<file path="config.mk">
export PLATFORM = sky130hd
export DESIGN_NAME = mipsCore
export DESIGN_NICKNAME = d
export VERILOG_FILES = /design/src/rtl/mipsIsaPkg.sv /design/src/rtl/mipsPipePkg.sv /design/src/rtl/fetchUnit.sv /design/src/rtl/decodeUnit.sv /design/src/rtl/hazardUnit.sv /design/src/rtl/executeUnit.sv /design/src/rtl/memAccessUnit.sv /design/src/rtl/mipsCore.sv
export VERILOG_INCLUDE_DIRS = /design/src /design/src/include
export SDC_FILE = /design/constraint.sdc
export NUM_CORES = 2
export LEC_CHECK = 0
export ABC_AREA = 1
export BUFFER_PORTS_ARGS = -buffer_cell sky130_fd_sc_hd__buf_2
export CORE_AREA = 2 2 464 374
export DETAILED_ROUTE_END_ITERATION = 8
export DIE_AREA = 0 0 466 376
export PLACE_DENSITY_LB_ADDON = 0.1
export SLEW_MARGIN = 40
export SYNTH_ARGS = -nofsm -noshare
export SYNTH_HDL_FRONTEND = slang
export SYNTH_SLANG_ARGS = --single-unit
export TNS_END_PERCENT = 5
</file>
<file path="constraint.sdc">
create_clock -name clk -period 4.2 [get_ports clk]
set_input_delay 0.21 -clock clk [delete_from_list [all_inputs] [get_ports clk]]
set_output_delay 0.21 -clock clk [all_outputs]
set_load 0.02 [all_outputs]
</file>
<file path="src/include/mips_consts.svh">
`ifndef MIPS_CONSTS_SVH
`define MIPS_CONSTS_SVH

`define MIPS_RESET_PC 32'h0000_3000

// Opcodes
`define OP_RTYPE 6'h00
`define OP_BEQ   6'h04
`define OP_BNE   6'h05
`define OP_ADDIU 6'h09
`define OP_ORI   6'h0d
`define OP_LUI   6'h0f
`define OP_LB    6'h20
`define OP_LW    6'h23
`define OP_SB    6'h28
`define OP_SW    6'h2b

// R-type function codes
`define FN_ADDU  6'h21
`define FN_SUBU  6'h23
`define FN_OR    6'h25
`define FN_SLT   6'h2a

`define ALU_ADD  3'd0
`define ALU_SUB  3'd1
`define ALU_OR   3'd2
`define ALU_SLT  3'd3
`define ALU_LUI  3'd4

`endif

</file>
<file path="src/rtl/mipsIsaPkg.sv">
package mipsIsaPkg;

    typedef struct packed {
        logic [5:0] op;
        logic [4:0] rs;
        logic [4:0] rt;
        logic [4:0] rd;
        logic [4:0] shamt;
        logic [5:0] funct;
    } rTypeT;

    typedef struct packed {
        logic [5:0]  op;
        logic [4:0]  rs;
        logic [4:0]  rt;
        logic [15:0] imm;
    } iTypeT;

    // One fetched word, viewed either way
    typedef union packed {
        rTypeT rType;
        iTypeT iType;
    } instrT;

    typedef logic [2:0] aluOpT;

    typedef struct packed {
        logic  regWrite;
        logic  memWrite;
        logic  memRead;
        logic  byteAccess;
        logic  aluSrcImm;
        aluOpT aluOp;
        logic  isBranch;
    } ctrlT;

endpackage

</file>
<file path="src/rtl/mipsPipePkg.sv">
package mipsPipePkg;

    typedef struct packed {
        logic              valid;
        logic [31:0]       pc;
        mipsIsaPkg::ctrlT  ctrl;
        logic [4:0]        rsIdx;
        logic [4:0]        rtIdx;
        logic [4:0]        dest;
        logic [31:0]       rsVal;
        logic [31:0]       rtVal;
        logic [31:0]       imm;
    } decExT;

    typedef struct packed {
        logic              valid;
        logic [31:0]       pc;
        mipsIsaPkg::ctrlT  ctrl;
        logic [4:0]        dest;
        logic [31:0]       aluResult;
        logic [31:0]       storeVal;
    } exMemT;

    typedef struct packed {
        logic        valid;
        logic [31:0] pc;
        logic        regWrite;
        logic [4:0]  dest;
        logic [31:0] value;
    } memWbT;

    // Valid only for a write to a nonzero register
    typedef struct packed {
        logic        valid;
        logic [4:0]  dest;
        logic [31:0] value;
    } bypassT;

    typedef struct packed {
        logic [4:0] rsIdx;
        logic [4:0] rtIdx;
        logic       needRsNow;
        logic       needRtNow;
        logic       needRs;
        logic       needRt;
    } hazardReqT;

    // Register zero, then memory, then writeback, then the stored value
    function automatic logic [31:0] forwardVal(input logic [4:0] idx,
                                               input logic [31:0] stored,
                                               input bypassT memSrc,
                                               input bypassT wbSrc);
        if (idx == 5'd0)
            return 32'd0;
        if (memSrc.valid && memSrc.dest == idx)
            return memSrc.value;
        if (wbSrc.valid && wbSrc.dest == idx)
            return wbSrc.value;
        return stored;
    endfunction

endpackage

</file>
<file path="src/rtl/fetchUnit.sv">
`timescale 1ns/1ps
`include "mips_consts.svh"

module fetchUnit (
    input  logic              clk,
    input  logic              rstN,
    input  logic              stall,
    input  logic              branchTaken,
    input  logic [31:0]       branchTarget,
    input  logic [31:0]       instData,
    output logic [31:0]       instAddr,
    output logic [31:0]       decPc,
    output mipsIsaPkg::instrT decInstr
);
    logic [31:0] pc;

    assign instAddr = pc;

    always_ff @(posedge clk) begin
        if (!rstN) begin
            pc <= `MIPS_RESET_PC;
        end else if (!stall) begin
            // Delay slot is the word fetched now, target comes next
            pc <= branchTaken ? branchTarget : pc + 32'd4;
        end
    end

    always_ff @(posedge clk) begin
        if (!rstN) begin
            decPc    <= 32'd0;
            decInstr <= '0;
        end else if (!stall) begin
            decPc    <= pc;
            decInstr <= instData;
        end
    end

endmodule

</file>
<file path="src/rtl/decodeUnit.sv">
`timescale 1ns/1ps
`include "mips_consts.svh"

module decodeUnit (
    input  logic                   clk,
    input  logic                   rstN,
    input  logic                   stall,
    input  logic [31:0]            pc,
    input  mipsIsaPkg::instrT      instr,
    input  mipsPipePkg::bypassT    memBypass,
    input  mipsPipePkg::bypassT    wbBypass,
    input  logic                   wbRegWrite,
    input  logic [4:0]             wbDest,
    input  logic [31:0]            wbValue,
    output logic                   branchTaken,
    output logic [31:0]            branchTarget,
    output mipsPipePkg::hazardReqT hazardReq,
    output mipsPipePkg::decExT     exOut
);
    import mipsIsaPkg::*;
    import mipsPipePkg::*;

    logic [31:0] regFile [32];
    ctrlT        ctrl;
    logic [4:0]  dest;
    logic        useRs;
    logic        useRt;
    logic [31:0] immExt;
    logic [31:0] rsVal;
    logic [31:0] rtVal;

    always_comb begin
        ctrl  = '0;
        dest  = instr.iType.rt;
        useRs = 1'b0;
        useRt = 1'b0;
        case (instr.iType.op)
            `OP_RTYPE: begin
                dest          = instr.rType.rd;
                useRs         = 1'b1;
                useRt         = 1'b1;
                ctrl.regWrite = 1'b1;
                case (instr.rType.funct)
                    `FN_ADDU: ctrl.aluOp = `ALU_ADD;
                    `FN_SUBU: ctrl.aluOp = `ALU_SUB;
                    `FN_OR:   ctrl.aluOp = `ALU_OR;
                    `FN_SLT:  ctrl.aluOp = `ALU_SLT;
                    default: begin
                        // Unknown function runs as a no-op
                        ctrl.regWrite = 1'b0;
                        useRs         = 1'b0;
                        useRt         = 1'b0;
                    end
                endcase
            end
            `OP_ADDIU, `OP_ORI, `OP_LUI: begin
                useRs          = (instr.iType.op != `OP_LUI);
                ctrl.regWrite  = 1'b1;
                ctrl.aluSrcImm = 1'b1;
                ctrl.aluOp     = (instr.iType.op == `OP_ADDIU) ? `ALU_ADD :
                                 (instr.iType.op == `OP_ORI)   ? `ALU_OR  : `ALU_LUI;
            end
            `OP_LW, `OP_LB: begin
                useRs           = 1'b1;
                ctrl.regWrite   = 1'b1;
                ctrl.memRead    = 1'b1;
                ctrl.aluSrcImm  = 1'b1;
                ctrl.byteAccess = (instr.iType.op == `OP_LB);
            end
            `OP_SW, `OP_SB: begin
                useRs           = 1'b1;
                useRt           = 1'b1;
                ctrl.memWrite   = 1'b1;
                ctrl.aluSrcImm  = 1'b1;
                ctrl.byteAccess = (instr.iType.op == `OP_SB);
            end
            `OP_BEQ, `OP_BNE: begin
                useRs         = 1'b1;
                useRt         = 1'b1;
                ctrl.isBranch = 1'b1;
            end
            default: ;
        endcase
    end

    // ori zero-extends, the rest sign-extend
    assign immExt = (instr.iType.op == `OP_ORI) ? {16'd0, instr.iType.imm} :
                    {{16{instr.iType.imm[15]}}, instr.iType.imm};

    always_ff @(posedge clk) begin
        if (wbRegWrite && wbDest != 5'd0)
            regFile[wbDest] <= wbValue;
    end

    assign rsVal = forwardVal(instr.rType.rs, regFile[instr.rType.rs], memBypass, wbBypass);
    assign rtVal = forwardVal(instr.rType.rt, regFile[instr.rType.rt], memBypass, wbBypass);

    assign branchTaken  = ctrl.isBranch &&
                          ((instr.iType.op == `OP_BNE) ? (rsVal != rtVal) : (rsVal == rtVal));
    assign branchTarget = pc + 32'd4 + {immExt[29:0], 2'b00};

    assign hazardReq.rsIdx     = instr.rType.rs;
    assign hazardReq.rtIdx     = instr.rType.rt;
    assign hazardReq.needRsNow = ctrl.isBranch;
    assign hazardReq.needRtNow = ctrl.isBranch;
    assign hazardReq.needRs    = useRs;
    assign hazardReq.needRt    = useRt;

    always_ff @(posedge clk) begin
        if (!rstN)
            exOut.valid <= 1'b0;
        else
            exOut.valid <= !stall;
        exOut.pc    <= pc;
        exOut.ctrl  <= ctrl;
        exOut.rsIdx <= instr.rType.rs;
        exOut.rtIdx <= instr.rType.rt;
        exOut.dest  <= dest;
        exOut.rsVal <= rsVal;
        exOut.rtVal <= rtVal;
        exOut.imm   <= immExt;
    end

endmodule

</file>
<file path="src/rtl/hazardUnit.sv">
`timescale 1ns/1ps

module hazardUnit (
    input  mipsPipePkg::hazardReqT req,
    input  logic [4:0]             exDest,
    input  logic                   exRegWrite,
    input  logic                   exMemRead,
    output logic                   stall
);
    logic rsHit;
    logic rtHit;
    logic branchWait;
    logic loadWait;

    // Execute produces a register decode reads
    assign rsHit = exRegWrite && exDest != 5'd0 && req.rsIdx == exDest;
    assign rtHit = exRegWrite && exDest != 5'd0 && req.rtIdx == exDest;

    // Branch compares in decode, so any execute result is too late
    assign branchWait = (rsHit && req.needRsNow) || (rtHit && req.needRtNow);

    // Load data only exists once it reaches memory
    assign loadWait = exMemRead && ((rsHit && req.needRs) || (rtHit && req.needRt));

    assign stall = branchWait || loadWait;

endmodule

</file>
<file path="src/rtl/executeUnit.sv">
`timescale 1ns/1ps
`include "mips_consts.svh"

module executeUnit (
    input  logic                clk,
    input  logic                rstN,
    input  mipsPipePkg::decExT  in,
    input  mipsPipePkg::bypassT memBypass,
    input  mipsPipePkg::bypassT wbBypass,
    output logic [4:0]          exDest,
    output logic                exRegWrite,
    output logic                exMemRead,
    output mipsPipePkg::exMemT  memOut
);
    import mipsPipePkg::*;

    logic [31:0] opA;
    logic [31:0] rtFwd;
    logic [31:0] opB;
    logic [31:0] aluResult;

    assign opA   = forwardVal(in.rsIdx, in.rsVal, memBypass, wbBypass);
    assign rtFwd = forwardVal(in.rtIdx, in.rtVal, memBypass, wbBypass);
    assign opB   = in.ctrl.aluSrcImm ? in.imm : rtFwd;

    always_comb begin
        case (in.ctrl.aluOp)
            `ALU_SUB: aluResult = opA - opB;
            `ALU_OR:  aluResult = opA | opB;
            `ALU_SLT: aluResult = {31'd0, $signed(opA) < $signed(opB)};
            `ALU_LUI: aluResult = {opB[15:0], 16'd0};
            default:  aluResult = opA + opB;
        endcase
    end

    assign exDest     = in.dest;
    assign exRegWrite = in.valid && in.ctrl.regWrite;
    assign exMemRead  = in.valid && in.ctrl.memRead;

    always_ff @(posedge clk) begin
        if (!rstN)
            memOut.valid <= 1'b0;
        else
            memOut.valid <= in.valid;
        memOut.pc        <= in.pc;
        memOut.ctrl      <= in.ctrl;
        memOut.dest      <= in.dest;
        memOut.aluResult <= aluResult;
        memOut.storeVal  <= rtFwd;
    end

endmodule

</file>
<file path="src/rtl/memAccessUnit.sv">
`timescale 1ns/1ps

module memAccessUnit (
    input  logic                clk,
    input  logic                rstN,
    input  mipsPipePkg::exMemT  in,
    input  logic [31:0]         dataRdata,
    output logic [31:0]         dataAddr,
    output logic [31:0]         dataWdata,
    output logic [3:0]          dataByteEn,
    output mipsPipePkg::bypassT memBypass,
    output mipsPipePkg::memWbT  wbOut
);
    logic [1:0]  lane;
    logic [7:0]  loadByte;
    logic [31:0] finalVal;

    assign dataAddr = in.aluResult;
    assign lane     = in.aluResult[1:0];

    always_comb begin
        dataWdata  = in.storeVal;
        dataByteEn = 4'b0000;
        if (in.valid && in.ctrl.memWrite) begin
            if (in.ctrl.byteAccess) begin
                dataWdata  = {24'd0, in.storeVal[7:0]} << {lane, 3'b000};
                dataByteEn = 4'b0001 << lane;
            end else begin
                dataByteEn = 4'b1111;
            end
        end
    end

    assign loadByte = dataRdata[{lane, 3'b000} +: 8];

    always_comb begin
        if (!in.ctrl.memRead)
            finalVal = in.aluResult;
        else if (in.ctrl.byteAccess)
            finalVal = {{24{loadByte[7]}}, loadByte};
        else
            finalVal = dataRdata;
    end

    assign memBypass.valid = in.valid && in.ctrl.regWrite && in.dest != 5'd0;
    assign memBypass.dest  = in.dest;
    assign memBypass.value = finalVal;

    always_ff @(posedge clk) begin
        if (!rstN)
            wbOut.valid <= 1'b0;
        else
            wbOut.valid <= in.valid;
        wbOut.pc       <= in.pc;
        wbOut.regWrite <= in.ctrl.regWrite;
        wbOut.dest     <= in.dest;
        wbOut.value    <= finalVal;
    end

endmodule

</file>
<file path="src/rtl/mipsCore.sv">
`timescale 1ns/1ps

module mipsCore (
    input  logic        clk,
    input  logic        rstN,
    input  logic [31:0] instData,
    input  logic [31:0] dataRdata,
    output logic [31:0] instAddr,
    output logic [31:0] dataAddr,
    output logic [31:0] dataWdata,
    output logic [3:0]  dataByteEn,
    output logic        grfWe,
    output logic [4:0]  grfAddr,
    output logic [31:0] grfWdata,
    output logic [31:0] wbPc
);
    import mipsIsaPkg::*;
    import mipsPipePkg::*;

    logic        stall;
    logic        branchTaken;
    logic [31:0] branchTarget;
    logic [31:0] decPc;
    instrT       decInstr;
    hazardReqT   hazardReq;
    decExT       decEx;
    exMemT       exMem;
    memWbT       memWb;
    bypassT      memBypass;
    bypassT      wbBypass;
    logic [4:0]  exDest;
    logic        exRegWrite;
    logic        exMemRead;

    // Writeback stage drives the register file, bypass and trace
    assign grfWe    = memWb.valid && memWb.regWrite;
    assign grfAddr  = memWb.dest;
    assign grfWdata = memWb.value;
    assign wbPc     = memWb.pc;

    assign wbBypass.valid = grfWe && memWb.dest != 5'd0;
    assign wbBypass.dest  = memWb.dest;
    assign wbBypass.value = memWb.value;

    fetchUnit uFetch (
        .clk(clk), .rstN(rstN), .stall(stall),
        .branchTaken(branchTaken), .branchTarget(branchTarget),
        .instData(instData), .instAddr(instAddr),
        .decPc(decPc), .decInstr(decInstr)
    );

    decodeUnit uDecode (
        .clk(clk), .rstN(rstN), .stall(stall),
        .pc(decPc), .instr(decInstr),
        .memBypass(memBypass), .wbBypass(wbBypass),
        .wbRegWrite(grfWe), .wbDest(grfAddr), .wbValue(grfWdata),
        .branchTaken(branchTaken), .branchTarget(branchTarget),
        .hazardReq(hazardReq), .exOut(decEx)
    );

    hazardUnit uHazard (
        .req(hazardReq), .exDest(exDest),
        .exRegWrite(exRegWrite), .exMemRead(exMemRead), .stall(stall)
    );

    executeUnit uExecute (
        .clk(clk), .rstN(rstN), .in(decEx),
        .memBypass(memBypass), .wbBypass(wbBypass),
        .exDest(exDest), .exRegWrite(exRegWrite), .exMemRead(exMemRead),
        .memOut(exMem)
    );

    memAccessUnit uMemAccess (
        .clk(clk), .rstN(rstN), .in(exMem), .dataRdata(dataRdata),
        .dataAddr(dataAddr), .dataWdata(dataWdata), .dataByteEn(dataByteEn),
        .memBypass(memBypass), .wbOut(memWb)
    );

endmodule

</file>
==> results.json <==
{
  "routabilityCongestion": 0.986,
  "synthTopCellsByArea": "edfxtp_1, nand2_1, dfxtp_1",
  "die_width_um": 466,
  "avgRoutedWirePerCell_um": 25.5,
  "share_comb_of_total_power_pct": 28.0,
  "firstDrtPassIters": 6,
  "area_growth_pct": 19.8,
  "start_util_pct": 44.7,
  "cp_num_buf_inv": 25,
  "crit-reg2reg-capture": "uExecute.memOut[11]$_DFF_P_",
  "total_power_uw": 44100,
  "synth-main-ff-cell": "edfxtp_1",
  "cts_buffer_depth": 3,
  "syn_area_per_cell_um2": 8.02,
  "whs_endpoint": "uMemAccess.wbOut[2]$_DFF_P_",
  "holdPathStages": 7,
  "failed_checks": "negative setup slack",
  "r2r_start": "uDecode.exOut[102]$_DFF_P_",
  "p_clk_share_pct": 31.3,
  "setup_violations": 4,
  "synth_top_area_share_pct": 40.3,
  "end_kind": "register",
  "synth_cells": 9513,
  "slew_headroom_pct": 36.8,
  "die_area_um2": 175000,
  "grt_pass1_wl_um": 459000,
  "startpoint_type": "register",
  "grt_max_degree": 114,
  "cp_slowest_cell": "dfxtp_2",
  "path_delay_family": "buffers and inverters",
  "rows": 136,
  "grt_usage_pct": 35.5,
  "clk-insertion-delay-late_ns": 0.82,
  "worstSetupPathType": "register to register",
  "cts-root-buf": "clkbuf_16",
  "synth_seq_area_share_pct": 51.3,
  "rsz0062_at_grt": "true",
  "hp-class": "input pin to register",
  "drt_iter0_drc": 9798,
  "async_flop_share_pct": 0,
  "htreeDepth": 4,
  "synth_edf_count": 1024,
  "finalCriticalPeriod_ns": 4.27,
  "synth_cell_types": 61,
  "finalCritPeriodShare_pct": 102,
  "r2r_slack_ns": -0.07,
  "multi_input_area_um2": 32900,
  "clkTransAtPathRegs_ns": 0.07,
  "path_depth": 29,
  "worstPathMaxFanout": 14,
  "syn_area_um2": 76300,
  "worst_ep_arrival_time_ns": 5.03,
  "drc": 0,
  "fin_nets": 10400,
  "vias": 72200,
  "crit_required_ns": 4.96,
  "dp_hpwl_um": 202000,
  "pwr-share-seq_pct": 40.8,
  "setup_slack_ns": -0.0665,
  "core-area_um2": 171000,
  "final_max_slew_viol_count": 0,
  "clock_skew_ns": 0.0293,
  "hold_violations": 0,
  "io_pins": 236,
  "yosysTopAreaCell": "edfxtp_1",
  "gr-total-overflow": 0,
  "antenna_found_initial": 11,
  "drive_gt1_share_pct": 15.7,
  "final_common_cell": "nand2_1",
  "leakage_uw": 0.0402,
  "yosys_warnings": 0,
  "grt_pass1_vias": 67100,
  "power.density_nw_per_um2": 482,
  "die_h_um": 376,
  "regArea_um2": 39200,
  "power_switching_uw": 14900,
  "antenna_left": 0,
  "r2r_cells": 29,
  "via_per_inst": 5.76,
  "ys_ff_latch": 1445,
  "drt-total-wl_um": 319000,
  "critPathMostFrequentCell": "buf_4",
  "swShare_pct": 33.9,
  "slowest_delay_ns": 0.33,
  "irDropWorstVdd_mv": 0.451,
  "maxCapViolCount": 0,
  "worst_pin_slew_ns": 0.948,
  "holdWs_ns": 0.0552,
  "numCtsBuffers": 153,
  "cts_tree": "done",
  "cts_sinks": 1445,
  "status": "finished with violations",
  "hold_start": "dataRdata[2]",
  "fillers": 15900,
  "io_buffers": 235,
  "layout_common_cells": "nand2_1, nand3_1, edfxtp_1, buf_4, inv_1",
  "p_int_uw": 29100,
  "max_freq_mhz": 234
}
[logic make-up (layout without fill, tap and decap cells)]
logic type / Yosys count / after routing / share of synthesized area [%]
AOI/OAI and AO/OA: 836 / 836 / 6.41
xor gates and xnor gates: 119 / 119 / 1.37
adders and majority gates: 156 / 156 / 2.59
buffers and inverters: 1200 / 1905 / 7.06
DFF: 1445 / 1445 / 51.3
other: 1 / 35 / 0.00491
and+or+nand+nor: 5756 / 5756 / 31.2
[final cells by class]
cell class                 count  share of cell area [%]
multi-input combinational   6899                    36.0
antenna                        3                 0.00821
clock inverter                76                   0.862
inverter                     509                    2.15
clock buffer                 196                    4.56
sequential                  1445                    42.9
timing repair buffer        1124                    10.4
tap                         2277                    3.12
[how the worst max path moves through the flow]
| stage | end | startpoint | slack [ns] |
|---|---|---|---|
| after CTS | uExecute.memOut[62]$_DFF_P_ | uExecute.memOut[32]$_DFF_P_ | -0.01 |
| after global placement | uExecute.memOut[32]$_DFF_P_ | uExecute.memOut[67]$_DFF_P_ | -0.46 |
| after floorplan | uExecute.memOut[54]$_DFF_P_ | uMemAccess.wbOut[36]$_DFF_P_ | 0.01 |
| after detailed placement | uExecute.memOut[62]$_DFF_P_ | uExecute.memOut[32]$_DFF_P_ | -0.51 |
| after global routing | uExecute.memOut[63]$_DFF_P_ | uDecode.exOut[102]$_DFF_P_ | -0.41 |
| final | uExecute.memOut[11]$_DFF_P_ | uDecode.exOut[102]$_DFF_P_ | -0.07 |
[cells in the mapped netlist, drive strengths merged (39+ instances only)]
cell type	n
a21oi	294
buf	460
clkbuf	231
dfxtp	421
edfxtp	1024
ha	153
inv	509
nand2	3816
nand3	1584
nor2	260
nor3	39
o211ai	43
o21ai	336
xor2	90
[through the flow]
step | setup slack, ns | TNS, ns | instance area, µm² | std cells | utilization, %
finish | -0.0665 | -0.175 | 91400 | 12500 | 53.6
global route | -0.412 | -4.20 | 91400 | 12500 | 53.6
CTS | -0.0107 | -0.0123 | 90600 | 12500 | 53.1
detailed placement | -0.513 | -7.76 | 84500 | 12100 | 49.5
global placement | -0.458 | -6.57 | 84400 | 12100 | 49.5
floorplan | 0.0102 | 0 | 76500 | 9544 | -
[worst min-delay path, cell delays in order]
cell and delay, ns:
buf_2 0.08, nor2_1 0.04, nor2_1 0.10, a21boi_1 0.07, buf_4 0.14, buf_4 0.14, inv_1 0.04
[registers in the layout, indices dropped and copies added (netlist names), named ones only]
register / count
uDecode.regFile: 1024
uExecute.memOut: 106
uMemAccess.wbOut: 71
uFetch.instAddr: 32
uFetch.decInstr: 32
uFetch.decPc: 32
uDecode.exOut: 138
[repair_timing]
action                                  CTS  global route
hold buffers                             47             0
pin swaps                                25            67
buffers inserted                         46            23
hold endpoints to repair                 67             0
gates cloned                              2             1
endpoints found under the setup margin   21            57
resized for setup                        93           207
[power groups by stage]
stage | logic (µW) | clock network [µW] | registers, µW
after global placement | 11400 | 0 | 18200
after floorplan | 5220 | 0 | 18600
final | 12300 | 13800 | 18000
after detailed placement | 11400 | 0 | 18200
after global routing | 13100 | 14500 | 18000
after CTS | 11800 | 13900 | 17900
[layer usage]
layer	GRT usage (%)	vias to the layer above	wire (µm)
met4	14.2	4	13500
met5	0	-	22
li1	-	32700	-
met2	51.6	4291	134000
met1	51.4	34400	136000
met3	7.46	687	35700
No activity file was read; power rests on OpenSTA's default activity.
